**src/verilog/rv_pkg.sv**
```systemverilog
// Types and encodings for an RV32I subset without shifts, AUIPC, FENCE or system calls
package rv_pkg;

   // ====================
   // Widths and words
   // ====================
   localparam int xlen = 32;

   typedef logic [xlen-1:0] word_t;
   typedef logic [4:0]      reg_idx_t;

   // JAL x0,0 so execute spins on the reset PC until the first fetch lands
   localparam word_t reset_inst = 32'h0000_006f;

   // ====================
   // Encodings
   // ====================
   localparam logic [6:0] op_reg    = 7'b0110011;
   localparam logic [6:0] op_imm    = 7'b0010011;
   localparam logic [6:0] op_lui    = 7'b0110111;
   localparam logic [6:0] op_load   = 7'b0000011;
   localparam logic [6:0] op_store  = 7'b0100011;
   localparam logic [6:0] op_branch = 7'b1100011;
   localparam logic [6:0] op_jal    = 7'b1101111;
   localparam logic [6:0] op_jalr   = 7'b1100111;

   // func3 of register and immediate arithmetic
   localparam logic [2:0] f3_add  = 3'b000;
   localparam logic [2:0] f3_slt  = 3'b010;
   localparam logic [2:0] f3_sltu = 3'b011;
   localparam logic [2:0] f3_xor  = 3'b100;
   localparam logic [2:0] f3_or   = 3'b110;
   localparam logic [2:0] f3_and  = 3'b111;

   // func3 of conditional branches
   localparam logic [2:0] f3_beq  = 3'b000;
   localparam logic [2:0] f3_bne  = 3'b001;
   localparam logic [2:0] f3_blt  = 3'b100;
   localparam logic [2:0] f3_bge  = 3'b101;
   localparam logic [2:0] f3_bltu = 3'b110;
   localparam logic [2:0] f3_bgeu = 3'b111;

   // Word access and JALR are the only legal func3 of their opcodes
   localparam logic [2:0] f3_word = 3'b010;
   localparam logic [2:0] f3_jalr = 3'b000;

   localparam logic [6:0] f7_base = 7'b0000000;
   localparam logic [6:0] f7_alt  = 7'b0100000;

   // ====================
   // Control
   // ====================
   typedef enum logic [3:0] {
      alu_add, alu_sub, alu_and, alu_or,
      alu_xor, alu_lt, alu_ltu, alu_eq,
      alu_ne, alu_ge, alu_geu, alu_pass_b
   } alu_op_e;

   typedef enum logic {porta_rs1, porta_pc} porta_sel_e;
   typedef enum logic {portb_rs2, portb_imm} portb_sel_e;
   typedef enum logic [1:0] {wb_alu, wb_mem, wb_pc_plus4} wb_sel_e;
   typedef enum logic [1:0] {pc_plus4, pc_branch, pc_jump} pc_sel_e;

   typedef struct packed {
      alu_op_e    alu_op;
      porta_sel_e porta_sel;
      portb_sel_e portb_sel;
      wb_sel_e    wb_sel;
      pc_sel_e    pc_sel;
      logic       reg_write;
      logic       mem_read;
      logic       mem_write;
      logic       illegal;
      reg_idx_t   rs1;
      reg_idx_t   rs2;
      reg_idx_t   rd;
      word_t      imm;
   } ctrl_t;

   typedef enum logic [1:0] {st_reset, st_cont, st_branch, st_stall} fstate_e;

endpackage
```
**src/verilog/rv_core.sv**
```systemverilog
// Two-stage RV32I subset core with word-only data accesses and one request at a time per port
module rv_core import rv_pkg::*; #(
   parameter int    num_regs = 32,
   parameter word_t reset_pc = '0
) (
   input  logic  clk,
   input  logic  rst_n,
   output word_t code_addr,
   input  word_t code_rdata,
   input  logic  code_ready,
   output logic  data_req,
   output logic  data_we,
   output word_t data_addr,
   output word_t data_wdata,
   input  word_t data_rdata,
   input  logic  data_ready,
   output logic  illegal
);

   word_t inst;
   word_t exe_pc;
   logic  exe_valid;
   ctrl_t ctrl;
   word_t rs1_data;
   word_t rs2_data;
   word_t porta;
   word_t portb;
   word_t alu_result;
   logic  alu_cond;
   word_t wb_data;
   logic  rf_write;

   rv_fetch_ctrl #(
      .reset_pc (reset_pc)
   ) i_fetch (
      .clk        (clk),
      .rst_n      (rst_n),
      .code_rdata (code_rdata),
      .code_ready (code_ready),
      .pc_sel     (ctrl.pc_sel),
      .imm        (ctrl.imm),
      .alu_result (alu_result),
      .alu_cond   (alu_cond),
      .data_req   (data_req),
      .data_ready (data_ready),
      .code_addr  (code_addr),
      .inst       (inst),
      .exe_pc     (exe_pc),
      .exe_valid  (exe_valid)
   );

   rv_decoder i_dec (
      .inst      (inst),
      .exe_valid (exe_valid),
      .ctrl      (ctrl)
   );

   // No write-back until a pending load has its data
   assign rf_write = ctrl.reg_write && !(data_req && !data_ready);

   rv_regfile #(
      .num_regs (num_regs)
   ) i_rf (
      .clk      (clk),
      .rst_n    (rst_n),
      .rs1      (ctrl.rs1),
      .rs2      (ctrl.rs2),
      .rd       (ctrl.rd),
      .rd_data  (wb_data),
      .write    (rf_write),
      .rs1_data (rs1_data),
      .rs2_data (rs2_data)
   );

   // ====================
   // Operands and ALU
   // ====================
   assign porta = (ctrl.porta_sel == porta_pc) ? exe_pc : rs1_data;
   assign portb = (ctrl.portb_sel == portb_imm) ? ctrl.imm : rs2_data;

   rv_alu i_alu (
      .op     (ctrl.alu_op),
      .a      (porta),
      .b      (portb),
      .result (alu_result),
      .cond   (alu_cond)
   );

   always_comb begin
      case (ctrl.wb_sel)
         wb_mem:      wb_data = data_rdata;
         wb_pc_plus4: wb_data = exe_pc + 32'd4;
         default:     wb_data = alu_result;
      endcase
   end

   // ====================
   // Data port
   // ====================
   assign data_req   = ctrl.mem_read || ctrl.mem_write;
   assign data_we    = ctrl.mem_write;
   assign data_addr  = alu_result;
   assign data_wdata = rs2_data;
   assign illegal    = ctrl.illegal;

   // Back-pressure keeps the whole request frozen
   a_data_hold: assert property (@(posedge clk) disable iff (!rst_n)
      (data_req && !data_ready) |=> data_req && $stable(data_addr)
         && $stable(data_we) && $stable(data_wdata));

endmodule

```
**src/verilog/rv_fetch_ctrl.sv**
```systemverilog
// Fetch and flow control that expects code_ready to qualify the address of the previous edge
module rv_fetch_ctrl import rv_pkg::*; #(
   parameter word_t reset_pc = '0
) (
   input  logic    clk,
   input  logic    rst_n,
   input  word_t   code_rdata,
   input  logic    code_ready,
   input  pc_sel_e pc_sel,
   input  word_t   imm,
   input  word_t   alu_result,
   input  logic    alu_cond,
   input  logic    data_req,
   input  logic    data_ready,
   output word_t   code_addr,
   output word_t   inst,
   output word_t   exe_pc,
   output logic    exe_valid
);

   fstate_e state;
   fstate_e state_next;
   word_t   pc_fetch;
   word_t   pc_next;
   word_t   target;
   logic    exe_valid_r;
   logic    jump_req;
   logic    branch_hold;
   logic    data_stall;
   logic    freeze;
   logic    taken;
   logic    fetch_valid;

   assign jump_req = (pc_sel == pc_jump) || (pc_sel == pc_branch && alu_cond);

   // Redirect waits until the code port has answered the pending address
   assign branch_hold = exe_valid_r && jump_req && !code_ready && state != st_reset;
   assign exe_valid   = exe_valid_r && !branch_hold;
   assign data_stall  = data_req && !data_ready;
   assign freeze      = data_stall || branch_hold;
   assign taken       = exe_valid && jump_req;

   assign target = (pc_sel == pc_jump) ? {alu_result[xlen-1:1], 1'b0} : exe_pc + imm;

   // ====================
   // Flow FSM
   // ====================
   always_comb begin
      fetch_valid = 1'b0;
      state_next  = state;
      case (state)
         st_reset: state_next = st_branch;
         st_cont, st_stall: begin
            if (freeze) begin
               state_next = data_stall ? st_stall : st_cont;
            end else if (taken) begin
               // Word arriving next is the wrong path
               state_next = st_branch;
            end else begin
               fetch_valid = code_ready;
               state_next  = st_cont;
            end
         end
         st_branch: begin
            fetch_valid = code_ready;
            if (code_ready) begin
               state_next = st_cont;
            end
         end
         default: state_next = st_reset;
      endcase
   end

   // Holding pc_fetch repeats the last address to the code port
   always_comb begin
      if (taken) begin
         pc_next = target;
      end else if (fetch_valid) begin
         pc_next = pc_fetch + 32'd4;
      end else begin
         pc_next = pc_fetch;
      end
   end

   assign code_addr = pc_next;

   always_ff @(posedge clk or negedge rst_n) begin
      if (!rst_n) begin
         state       <= st_reset;
         pc_fetch    <= reset_pc;
         exe_pc      <= reset_pc;
         inst        <= reset_inst;
         exe_valid_r <= 1'b1;
      end else begin
         state       <= state_next;
         pc_fetch    <= pc_next;
         exe_valid_r <= fetch_valid || freeze;
         if (fetch_valid) begin
            exe_pc <= pc_fetch;
            inst   <= code_rdata;
         end
      end
   end

   a_code_addr_hold: assert property (@(posedge clk) disable iff (!rst_n)
      (!code_ready && state != st_reset) |-> $stable(code_addr));

endmodule

```
**src/verilog/rv_regfile.sv**
```systemverilog
// Register file with combinational reads and num_regs of either 16 or 32 entries
module rv_regfile import rv_pkg::*; #(
   parameter int num_regs = 32
) (
   input  logic     clk,
   input  logic     rst_n,
   input  reg_idx_t rs1,
   input  reg_idx_t rs2,
   input  reg_idx_t rd,
   input  word_t    rd_data,
   input  logic     write,
   output word_t    rs1_data,
   output word_t    rs2_data
);

   localparam int idx_w = $clog2(num_regs);

   word_t regs [num_regs];

   // Entry 0 is cleared by reset and never written
   always_ff @(posedge clk or negedge rst_n) begin
      if (!rst_n) begin
         for (int i = 0; i < num_regs; i++) begin
            regs[i] <= '0;
         end
      end else if (write && rd != '0 && rd < num_regs) begin
         regs[rd[idx_w-1:0]] <= rd_data;
      end
   end

   // Indices beyond the file read as zero
   assign rs1_data = (rs1 < num_regs) ? regs[rs1[idx_w-1:0]] : '0;
   assign rs2_data = (rs2 < num_regs) ? regs[rs2[idx_w-1:0]] : '0;

   a_rd_in_range: assert property (@(posedge clk) disable iff (!rst_n)
      write |-> rd < num_regs);

endmodule

```
**src/verilog/rv_alu.sv**
```systemverilog
// Combinational ALU without a shifter whose compare ops also drive the branch condition
module rv_alu import rv_pkg::*; (
   input  alu_op_e op,
   input  word_t   a,
   input  word_t   b,
   output word_t   result,
   output logic    cond
);

   logic lt_s;
   logic lt_u;

   assign lt_s = $signed(a) < $signed(b);
   assign lt_u = a < b;

   always_comb begin
      result = '0;
      cond   = 1'b0;
      case (op)
         alu_add:    result = a + b;
         alu_sub:    result = a - b;
         alu_and:    result = a & b;
         alu_or:     result = a | b;
         alu_xor:    result = a ^ b;
         alu_pass_b: result = b;
         alu_lt:     cond = lt_s;
         alu_ltu:    cond = lt_u;
         alu_eq:     cond = (a == b);
         alu_ne:     cond = (a != b);
         alu_ge:     cond = !lt_s;
         alu_geu:    cond = !lt_u;
         default:    result = '0;
      endcase
      // SLT and SLTU write the compare bit back
      if (op inside {alu_lt, alu_ltu}) begin
         result = word_t'(cond);
      end
   end

   // Op comes from an instruction register that is never left unknown
   a_op_known: assert final (!$isunknown(op));

endmodule

```
**src/verilog/rv_decoder.sv**
```systemverilog
// Combinational decode that flags every encoding outside the supported subset as illegal
module rv_decoder import rv_pkg::*; (
   input  word_t inst,
   input  logic  exe_valid,
   output ctrl_t ctrl
);

   logic [6:0] opcode;
   logic [2:0] func3;
   logic [6:0] func7;
   word_t      imm_i;
   word_t      imm_s;
   word_t      imm_b;
   word_t      imm_u;
   word_t      imm_j;
   alu_op_e    arith_op;
   logic       arith_ok;
   alu_op_e    branch_op;
   logic       branch_ok;
   ctrl_t      dec;

   assign opcode = inst[6:0];
   assign func3  = inst[14:12];
   assign func7  = inst[31:25];

   // ====================
   // Immediates
   // ====================
   assign imm_i = {{20{inst[31]}}, inst[31:20]};
   assign imm_s = {{20{inst[31]}}, inst[31:25], inst[11:7]};
   assign imm_b = {{19{inst[31]}}, inst[31], inst[7], inst[30:25], inst[11:8], 1'b0};
   assign imm_u = {inst[31:12], 12'b0};
   assign imm_j = {{11{inst[31]}}, inst[31], inst[19:12], inst[20], inst[30:21], 1'b0};

   // Arithmetic func3 shared by register and immediate forms
   always_comb begin
      arith_ok = 1'b1;
      case (func3)
         f3_add:  arith_op = alu_add;
         f3_slt:  arith_op = alu_lt;
         f3_sltu: arith_op = alu_ltu;
         f3_xor:  arith_op = alu_xor;
         f3_or:   arith_op = alu_or;
         f3_and:  arith_op = alu_and;
         default: begin
            // Shift slots
            arith_op = alu_add;
            arith_ok = 1'b0;
         end
      endcase
   end

   always_comb begin
      branch_ok = 1'b1;
      case (func3)
         f3_beq:  branch_op = alu_eq;
         f3_bne:  branch_op = alu_ne;
         f3_blt:  branch_op = alu_lt;
         f3_bge:  branch_op = alu_ge;
         f3_bltu: branch_op = alu_ltu;
         f3_bgeu: branch_op = alu_geu;
         default: begin
            branch_op = alu_eq;
            branch_ok = 1'b0;
         end
      endcase
   end

   // ====================
   // Opcode decode
   // ====================
   always_comb begin
      dec           = '0;
      dec.alu_op    = alu_add;
      dec.porta_sel = porta_rs1;
      dec.portb_sel = portb_rs2;
      dec.wb_sel    = wb_alu;
      dec.pc_sel    = pc_plus4;
      dec.rs1       = inst[19:15];
      dec.rs2       = inst[24:20];
      dec.rd        = inst[11:7];
      dec.imm       = imm_i;
      case (opcode)
         op_reg: begin
            dec.reg_write = 1'b1;
            if (func7 == f7_alt) begin
               dec.alu_op  = alu_sub;
               dec.illegal = (func3 != f3_add);
            end else begin
               dec.alu_op  = arith_op;
               dec.illegal = (func7 != f7_base) || !arith_ok;
            end
         end
         op_imm: begin
            dec.alu_op    = arith_op;
            dec.portb_sel = portb_imm;
            dec.reg_write = 1'b1;
            dec.illegal   = !arith_ok;
         end
         op_lui: begin
            dec.alu_op    = alu_pass_b;
            dec.portb_sel = portb_imm;
            dec.imm       = imm_u;
            dec.reg_write = 1'b1;
         end
         op_load: begin
            dec.portb_sel = portb_imm;
            dec.wb_sel    = wb_mem;
            dec.mem_read  = 1'b1;
            dec.reg_write = 1'b1;
            dec.illegal   = (func3 != f3_word);
         end
         op_store: begin
            dec.portb_sel = portb_imm;
            dec.imm       = imm_s;
            dec.mem_write = 1'b1;
            dec.illegal   = (func3 != f3_word);
         end
         op_branch: begin
            dec.alu_op  = branch_op;
            dec.imm     = imm_b;
            dec.pc_sel  = pc_branch;
            dec.illegal = !branch_ok;
         end
         op_jal: begin
            dec.porta_sel = porta_pc;
            dec.portb_sel = portb_imm;
            dec.imm       = imm_j;
            dec.wb_sel    = wb_pc_plus4;
            dec.pc_sel    = pc_jump;
            dec.reg_write = 1'b1;
         end
         op_jalr: begin
            dec.portb_sel = portb_imm;
            dec.wb_sel    = wb_pc_plus4;
            dec.pc_sel    = pc_jump;
            dec.reg_write = 1'b1;
            dec.illegal   = (func3 != f3_jalr);
         end
         default: dec.illegal = 1'b1;
      endcase

      // An illegal word has no side effects
      if (dec.illegal) begin
         dec.reg_write = 1'b0;
         dec.mem_read  = 1'b0;
         dec.mem_write = 1'b0;
         dec.pc_sel    = pc_plus4;
      end
   end

   // Bubbles and killed wrong-path words do nothing
   always_comb begin
      ctrl           = dec;
      ctrl.reg_write = dec.reg_write && exe_valid;
      ctrl.mem_read  = dec.mem_read && exe_valid;
      ctrl.mem_write = dec.mem_write && exe_valid;
      ctrl.illegal   = dec.illegal && exe_valid;
   end

endmodule

```
**config.mk**
```make
export PLATFORM = sky130hd
export DESIGN_NAME = rv_core
export DESIGN_NICKNAME = d
export VERILOG_FILES = /design/src/verilog/rv_pkg.sv /design/src/verilog/rv_core.sv /design/src/verilog/rv_fetch_ctrl.sv /design/src/verilog/rv_regfile.sv /design/src/verilog/rv_alu.sv /design/src/verilog/rv_decoder.sv
export SDC_FILE = /design/constraint.sdc
export NUM_CORES = 2
export LEC_CHECK = 0
export CAP_MARGIN = 10
export CORE_MARGIN = 1
export CORE_UTILIZATION = 50
export CTS_CLUSTER_SIZE = 10
export DETAILED_ROUTE_END_ITERATION = 6
export DONT_BUFFER_PORTS = 1
export PLACE_DENSITY = 0.75
export SLEW_MARGIN = 20
export SYNTH_ARGS = -nofsm -noshare
export SYNTH_HDL_FRONTEND = slang
export SYNTH_HIERARCHICAL = 1
export SYNTH_SLANG_ARGS = --single-unit
```
**constraint.sdc**
```tcl
create_clock -name clk -period 12.06 [get_ports clk]
set_input_delay 0.603 -clock clk [delete_from_list [all_inputs] [get_ports clk]]
set_output_delay 0.603 -clock clk [all_outputs]
set_load 0.02 [all_outputs]
```
Word level (Yosys, flattened, before mapping)

Cells that the tools add are included.

Bitwise logic cells: 6
Equal/unequal tests: 38
Add/sub/neg operators: 5
Order comparisons: 6
Shift operators: 0
Divide/modulo/power cells: 0
Reduce and logical (&&, ||, !) cells: 43
Multiplexer cells: 43
Multipliers: 0

Operators by type and width:

| cell                                          | number |
|---|---|
| bitwise mux 1024 bit                          | 1 |
| two-way mux 32 bit                            | 11 |
| binary-select mux 32 bit (select 5 bit)       | 2 |
| one-hot mux 32 bit (6 select lines)           | 1 |
| demux 32 bit (select 5 bit)                   | 1 |
| one-hot mux 31 bit (4 select lines)           | 1 |
| adder 32 x 3 -> 32 bit, second input constant | 2 |
| adder 32 bit                                  | 2 |
| less-than comparator 32 bit                   | 2 |
| one-hot mux 32 bit (2 select lines)           | 1 |
| bitwise AND 32 bit                            | 1 |
| == test 32 bit                                | 1 |
| inequality test 32 bit                        | 1 |
| bitwise OR 32 bit                             | 1 |
| subtractor 32 bit                             | 1 |
| bitwise XOR 32 bit                            | 1 |
| == test 7 x 6 -> 1 bit, second input constant | 4 |
| OR reduction 6 bit                            | 4 |
| == test 7 bit, second input constant          | 3 |
| one-hot mux 4 bit (5 select lines)            | 1 |
| >= comparator 6 bit, second input constant    | 3 |
| NOT 5 -> 6 bit                                | 3 |
| == test 4 x 3 -> 1 bit, second input constant | 4 |
| == test 4 bit, second input constant          | 4 |
| other kinds (33)                              | 85 |

Register bits: 1123
RAM bits: 0
Memories: 0
ROM bits: 0
Logic and storage cells: 178
Input bits: 68
Bits in latches: 0

Logic depth before layout (Yosys ltp)

Word-level depth: 24
Depth in mapped cells: 39
Depth with buffers taken out: 33

By module

The synthesis kept the hierarchy.

By module, submodules not included:

| module        | cells an instance | area each (sq um) | times used |
|---|---|---|---|
| rv_regfile    | 4601              | 55937.4           | 1 |
| rv_fetch_ctrl | 703               | 6198.4            | 1 |
| rv_alu        | 780               | 5157.4            | 1 |
| rv_core       | 270               | 1971.9            | 1 |
| rv_decoder    | 142               | 954.7             | 1 |

Worst setup path after synthesis

OpenSTA, ideal clock, no wires.

Path type: reg2out
Start: reg i_fetch.inst[2]
End: out code_addr[27]
Buffers on the path: 5
Slack: 4231 ps
Stages on the path, launching flop included: 35
Arrival: 7226 ps
Required time: 11457 ps
Cells stage by stage: dfstp_2 -> buf_6 -> nand4_1 -> nor2_4 -> buf_2 -> a21oi_1 -> nand2_1 -> clkbuf_1 -> buf_1 -> mux2_2 -> inv_1 -> ha_1 -> or2_1 -> or4_1 -> nor3_1 -> nand3_1 -> nand3_1 -> a2bb2oi_1 -> o22a_1 -> nand4_1 -> nand3b_1 -> a21boi_1 -> a21boi_0 -> o221ai_2 -> nor4_1 -> or2_2 -> nand2b_1 -> nand2_1 -> o2bb2ai_1 -> nor4b_1 -> clkbuf_1 -> and3_1 -> a211o_1 -> o211ai_1 -> a211oi_1

RTL lines:

| item                     | line                 | text |
|---|---|---|
| start: declaration       | rv_fetch_ctrl.sv:16  | `output word_t inst,` |
| start signal: assignment | rv_fetch_ctrl.sv:92  | `inst <= reset_inst;` |
| start signal: assignment | rv_fetch_ctrl.sv:100 | `inst <= code_rdata;` |
| end: declaration         | rv_core.sv:8         | `output word_t code_addr,` |

Worst setup path in the final report

Start: reg i_fetch.inst[20]
End: out code_addr[18]

Word-level cells in the longest chain between the ends: 23
Elaborated cells on any way between the ends: 40
Classes of those cells: add/sub (3); order compare (2); eq/ne (2); mux (14); bitwise (4); reduce/logical (15)

Ends and longest elaborated chain:

| item                                                       | line                       | text |
|---|---|---|
| NOT 5 -> 6 bit (implied by the code) (*)                   | rv_regfile.sv:33           | `assign rs2_data = (rs2 < num_regs) ? regs[rs2[idx_w-1:0]] : '0;` |
| binary-select mux 32 bit (select 5 bit) (*)                | rv_regfile.sv:33           |  |
| two-way mux 32 bit (implied by the code) (*) (2 in series) | rv_regfile.sv:33           |  |
| via data_wdata[0]                                          | rv_core.sv:14              | `output word_t data_wdata,` |
| two-way mux 32 bit (*)                                     | rv_core.sv:79              | `assign portb = (ctrl.portb_sel == portb_imm) ? ctrl.imm : rs2_data;` |
| via portb[0]                                               | rv_core.sv:27              | `word_t portb;` |
| less-than comparator 32 bit, on equally long branches      | rv_alu.sv:14, rv_alu.sv:13 |  |
| zero test 1 bit, on equally long branches                  | rv_alu.sv:31, rv_alu.sv:30 |  |
| [... 1 more ...]                                           | n/a                        |  |
| via alu_cond                                               | rv_core.sv:29              | `logic alu_cond;` |
| [... 7 more ...]                                           | n/a                        |  |
| via exe_valid                                              | rv_core.sv:22              | `logic exe_valid;` |
| [... 1 more ...]                                           | n/a                        |  |
| logical OR 1 bit (*)                                       | rv_core.sv:100             | `assign data_req = ctrl.mem_read \|\| ctrl.mem_write;` |
| via data_req                                               | rv_core.sv:11              | `output logic data_req,` |
| logical AND 1 bit (*)                                      | rv_fetch_ctrl.sv:39        | `assign data_stall = data_req && !data_ready;` |
| logical OR 1 bit (*)                                       | rv_fetch_ctrl.sv:40        | `assign freeze = data_stall \|\| branch_hold;` |
| two-way mux 1 bit (*)                                      | rv_fetch_ctrl.sv:54        | `if (freeze) begin` |
| one-hot mux 1 bit (2 select lines) (*)                     | rv_fetch_ctrl.sv:51        | `case (state)` |
| two-way mux 32 bit (*)                                     | rv_fetch_ctrl.sv:78        | `end else if (fetch_valid) begin` |
| two-way mux 32 bit (*)                                     | rv_fetch_ctrl.sv:76        | `if (taken) begin` |

The timed path passes the listed nets; every way through them passes the cells marked *. The select of a mux whose other input is x is not followed.

==> flow_summary.toml <==
[logic_synthesis]
synthTopCellsByArea = "dfrtp_1, mux2_2, mux2i_1"
synth.avg_cell_area_um2 = 10.8
syn_inst = 6496
syn_nets = 6702
synth-seq-area-share_pct = 40.0
synth_cell_types = 107
ys_ff_latch = 1123
synth_top_area_share_pct = 39.8
synth_edf_count = 0
synth_warnings = 6
dominantRegCellSynth = "dfrtp_1"
syn_area_mm2 = 0.0702
yosysTopAreaCell = "dfrtp_1"
synthArstFlopShare_pct = 100

[final_layout]
drive_gt1_share_pct = 24.7
syn2layout_area_growth_pct = 8.41
seqCellArea_mm2 = 0.0281
nets = 6477
fillers = 11748
multi_input_area_mm2 = 0.0389

[sta]
finalCritPeriodShare_pct = 95.6
rsz0062_at_grt = "false"
setup_viol = 0
clock_skew_ps = 42.8
finalCriticalPeriod_ps = 11520
finalHoldViolations = 0
max_freq_ghz = 0.0868
setup_ws_ps = 537
worst_pin_slew_ps = 1260
relSlewSlack_pct = 15.5
fin_setup_tns_ps = 0
slew_viol_final = 0

[power]
p_sw_share_pct = 42.9
p_int_w = 0.00743
power.share.combinational_pct = 40.9
leakagePower_nw = 36.0
powerDensity_mw_per_mm2 = 171
switchingPower_w = 0.00558
ir_drop_mv = 0.179
power_frac_seq_pct = 30.1
clkPwrFrac_pct = 29.0

[clock_network]
clk_pin_slew_worst_paths_ps = 60
cts.htree.levels = 4
cts_setup_buffers = 0
clk_path_buf_depth = 3
cts_tree = "yes"
cts_inserted_buffers = 135
clock-sinks = 1123
cts_root_buffer = "clkbuf_16"
clk_latency_ps = 790

[route]
drtIter0Drc = 6881
wl_per_cell_um = 30.8
drc_errors = 0
first_pass_iters = 7
postRouteAntennaNets = 0
wirelength_um = 253000
num_vias = 55152
via_per_inst = 6.73

[global_route]
grt_max_degree = 219
antenna_found_initial = 20
grt_pass1_wl_um = 369000
grt-ovfl-total = 0
grt_usage_pct = 34.9
grt_pass1_vias = 54801

[floorplan]
ios = 167
die-width_um = 377
fp.dieArea_mm2 = 0.142
coreArea_mm2 = 0.139
row_count = 137
die_h_um = 377
initial_utilization_pct = 50.4

[outcome]
status = "complete, no violations"

[worst_setup_path]
worst_r2r_path_depth = 31
max_stage_delay_ps = 810
worstReg2RegEnd = "i_rf/regs[732]"
reg2reg_from = "i_fetch/inst[20]"
cp.arrival_ps = 10920
cp_common_cell = "nand3_1"
reg2reg_setup_slack_ps = 1680
crit_fanout = 50
required_ps = 11460
critPathLaunchType = "flip-flop"
cp-startpoint = "i_fetch/inst[20]"
critPathKind = "flip-flop to output pin"
endpoint_kind = "output pin"
slowest_stage = "nor4b_2"

[min_path]
worstHoldPathCells = 2
min_path_type = "input port to flip-flop"
hp-start = "data_ready"
min_to = "i_fetch/exe_valid_r"

[run]
drv_cap = 0

[placed_design]
port_buffers = 0
dp_hpwl_um = 168000
place_congestion = 1.04
place_ws_ps = 1690
==> cells by family after synthesis <==
kind of cell | share of synthesized area (%)
xor+xnor | 1.14
buf+inv | 5.07
flops | 40.0
simple gates | 7.92
fa+ha+maj | 2.49
mux | 32.1
compound gates | 11.2
==> cells in the mapped netlist (10+ instances only) <==
library cell	number
a31oi_1	81
clkbuf_1	310
nor2_1	129
dfrtp_1	1116
nand4_1	29
a22oi_1	251
xor2_1	23
o21bai_1	17
mux2_1	39
nor2b_1	31
nor3_1	104
nand2_1	440
buf_6	52
nand3_1	237
nor4_1	19
buf_4	78
inv_1	122
o211ai_1	33
and4_1	10
a21o_1	55
and2_1	11
ha_1	135
mux2_2	1047
nor2_4	17
a211o_1	12
and3_1	29
o21ai_0	104
o21ai_1	18
a221oi_1	15
xnor2_1	68
mux2i_1	1029
buf_1	36
a22o_1	130
o21a_1	14
nand2b_1	24
buf_2	124
a211oi_1	23
a21oi_1	324
==> through the flow <==
stage | hold WS [ps] | instances | total power (W) | area, µm² | utilization [%]
final | 65.4 | 8199 | 0.0130 | 76100 | 54.6
after global routing | 71.1 | 8196 | 0.0134 | 76100 | 54.6
after CTS | 20.6 | 8192 | 0.0129 | 76100 | 54.6
after detailed placement | 311 | 7976 | 0.00907 | 71800 | 51.5
after global placement | 310 | 7975 | 0.00906 | 71800 | 51.5
after floorplan | 307 | 6496 | 0.00703 | 70200 | -
==> what timing repair did <==
item,in CTS,in global routing
gates resized for setup,0,0
hold buffers,32,0
endpoints found under the hold margin,283,0
==> cell type report <==
cell class,count,area share [%]
inverter,126,0.621
timing repair buffer,238,3.15
tap,1876,3.08
sequential,1123,36.9
antenna,5,0.0164
multi-input combinational,4647,51.1
clock buffer,172,4.88
clock inverter,12,0.242
==> critical path: cells and delay by family, from the launching register on <==
family,cells,cell delay [ps]
XOR/XNOR,1,150
AO/OA/AOI/OAI,12,3420
adder cells (fa/ha/maj),2,630
buffers and inverters,2,570
AND/OR/NAND/NOR,14,4090
flip-flops,1,690
multiplexers,1,520
==> worst max-delay path by stage <==
stage                          to  slack (ps)  cells after the start
global route        code_addr[20]          40                     33
CTS                 code_addr[18]         810                     32
global placement    code_addr[18]        1940                     32
floorplan           code_addr[27]        4230                     34
finish              code_addr[18]         540                     32
detailed placement  code_addr[18]        1690                     32
==> flip-flops by register name, indices dropped and copies added, names as in the netlist <==
register,count
i_fetch/exe_pc,32
i_fetch/exe_valid_r,1
i_fetch/inst,32
i_fetch/pc_fetch,32
i_fetch/state,2
i_rf/regs,1024
==> metal layers <==
| metal | vias up | wire length [µm] | track usage, % |
|---|---|---|---|
| li1 | 23291 | - | - |
| met1 | 27863 | 100000 | 45.6 |
| met2 | 3150 | 109000 | 51.2 |
| met3 | 828 | 25500 | 9.13 |
| met4 | 20 | 17600 | 22.2 |
| met5 | - | 283 | 0.892 |
==> power groups by stage <==
stage | sequential (W) | combinational (W) | clock (W)
3_3_place_gp | 0.00397 | 0.00509 | 0
4_1_cts | 0.00390 | 0.00514 | 0.00382
5_1_grt | 0.00391 | 0.00550 | 0.00396
6_report | 0.00391 | 0.00532 | 0.00377
3_5_place_dp | 0.00397 | 0.00510 | 0
2_1_floorplan | 0.00392 | 0.00311 | 0
==> cells in the final DEF, fill, tap and decap left out, types with 68 or more instances in the layout <==
cell type and n:
a21oi_1 322, a22o_1 130, a22oi_1 251, a31oi_1 81, buf_4 170, clkbuf_16 140, dfrtp_1 1114, ha_1 134
inv_1 122, mux2_2 1047, mux2i_1 1029, nand2_1 422, nand3_1 237, nor2_1 127, nor3_1 102, o21ai_0 85
xnor2_1 68
Note: power is estimated with default switching activity, not from simulation.
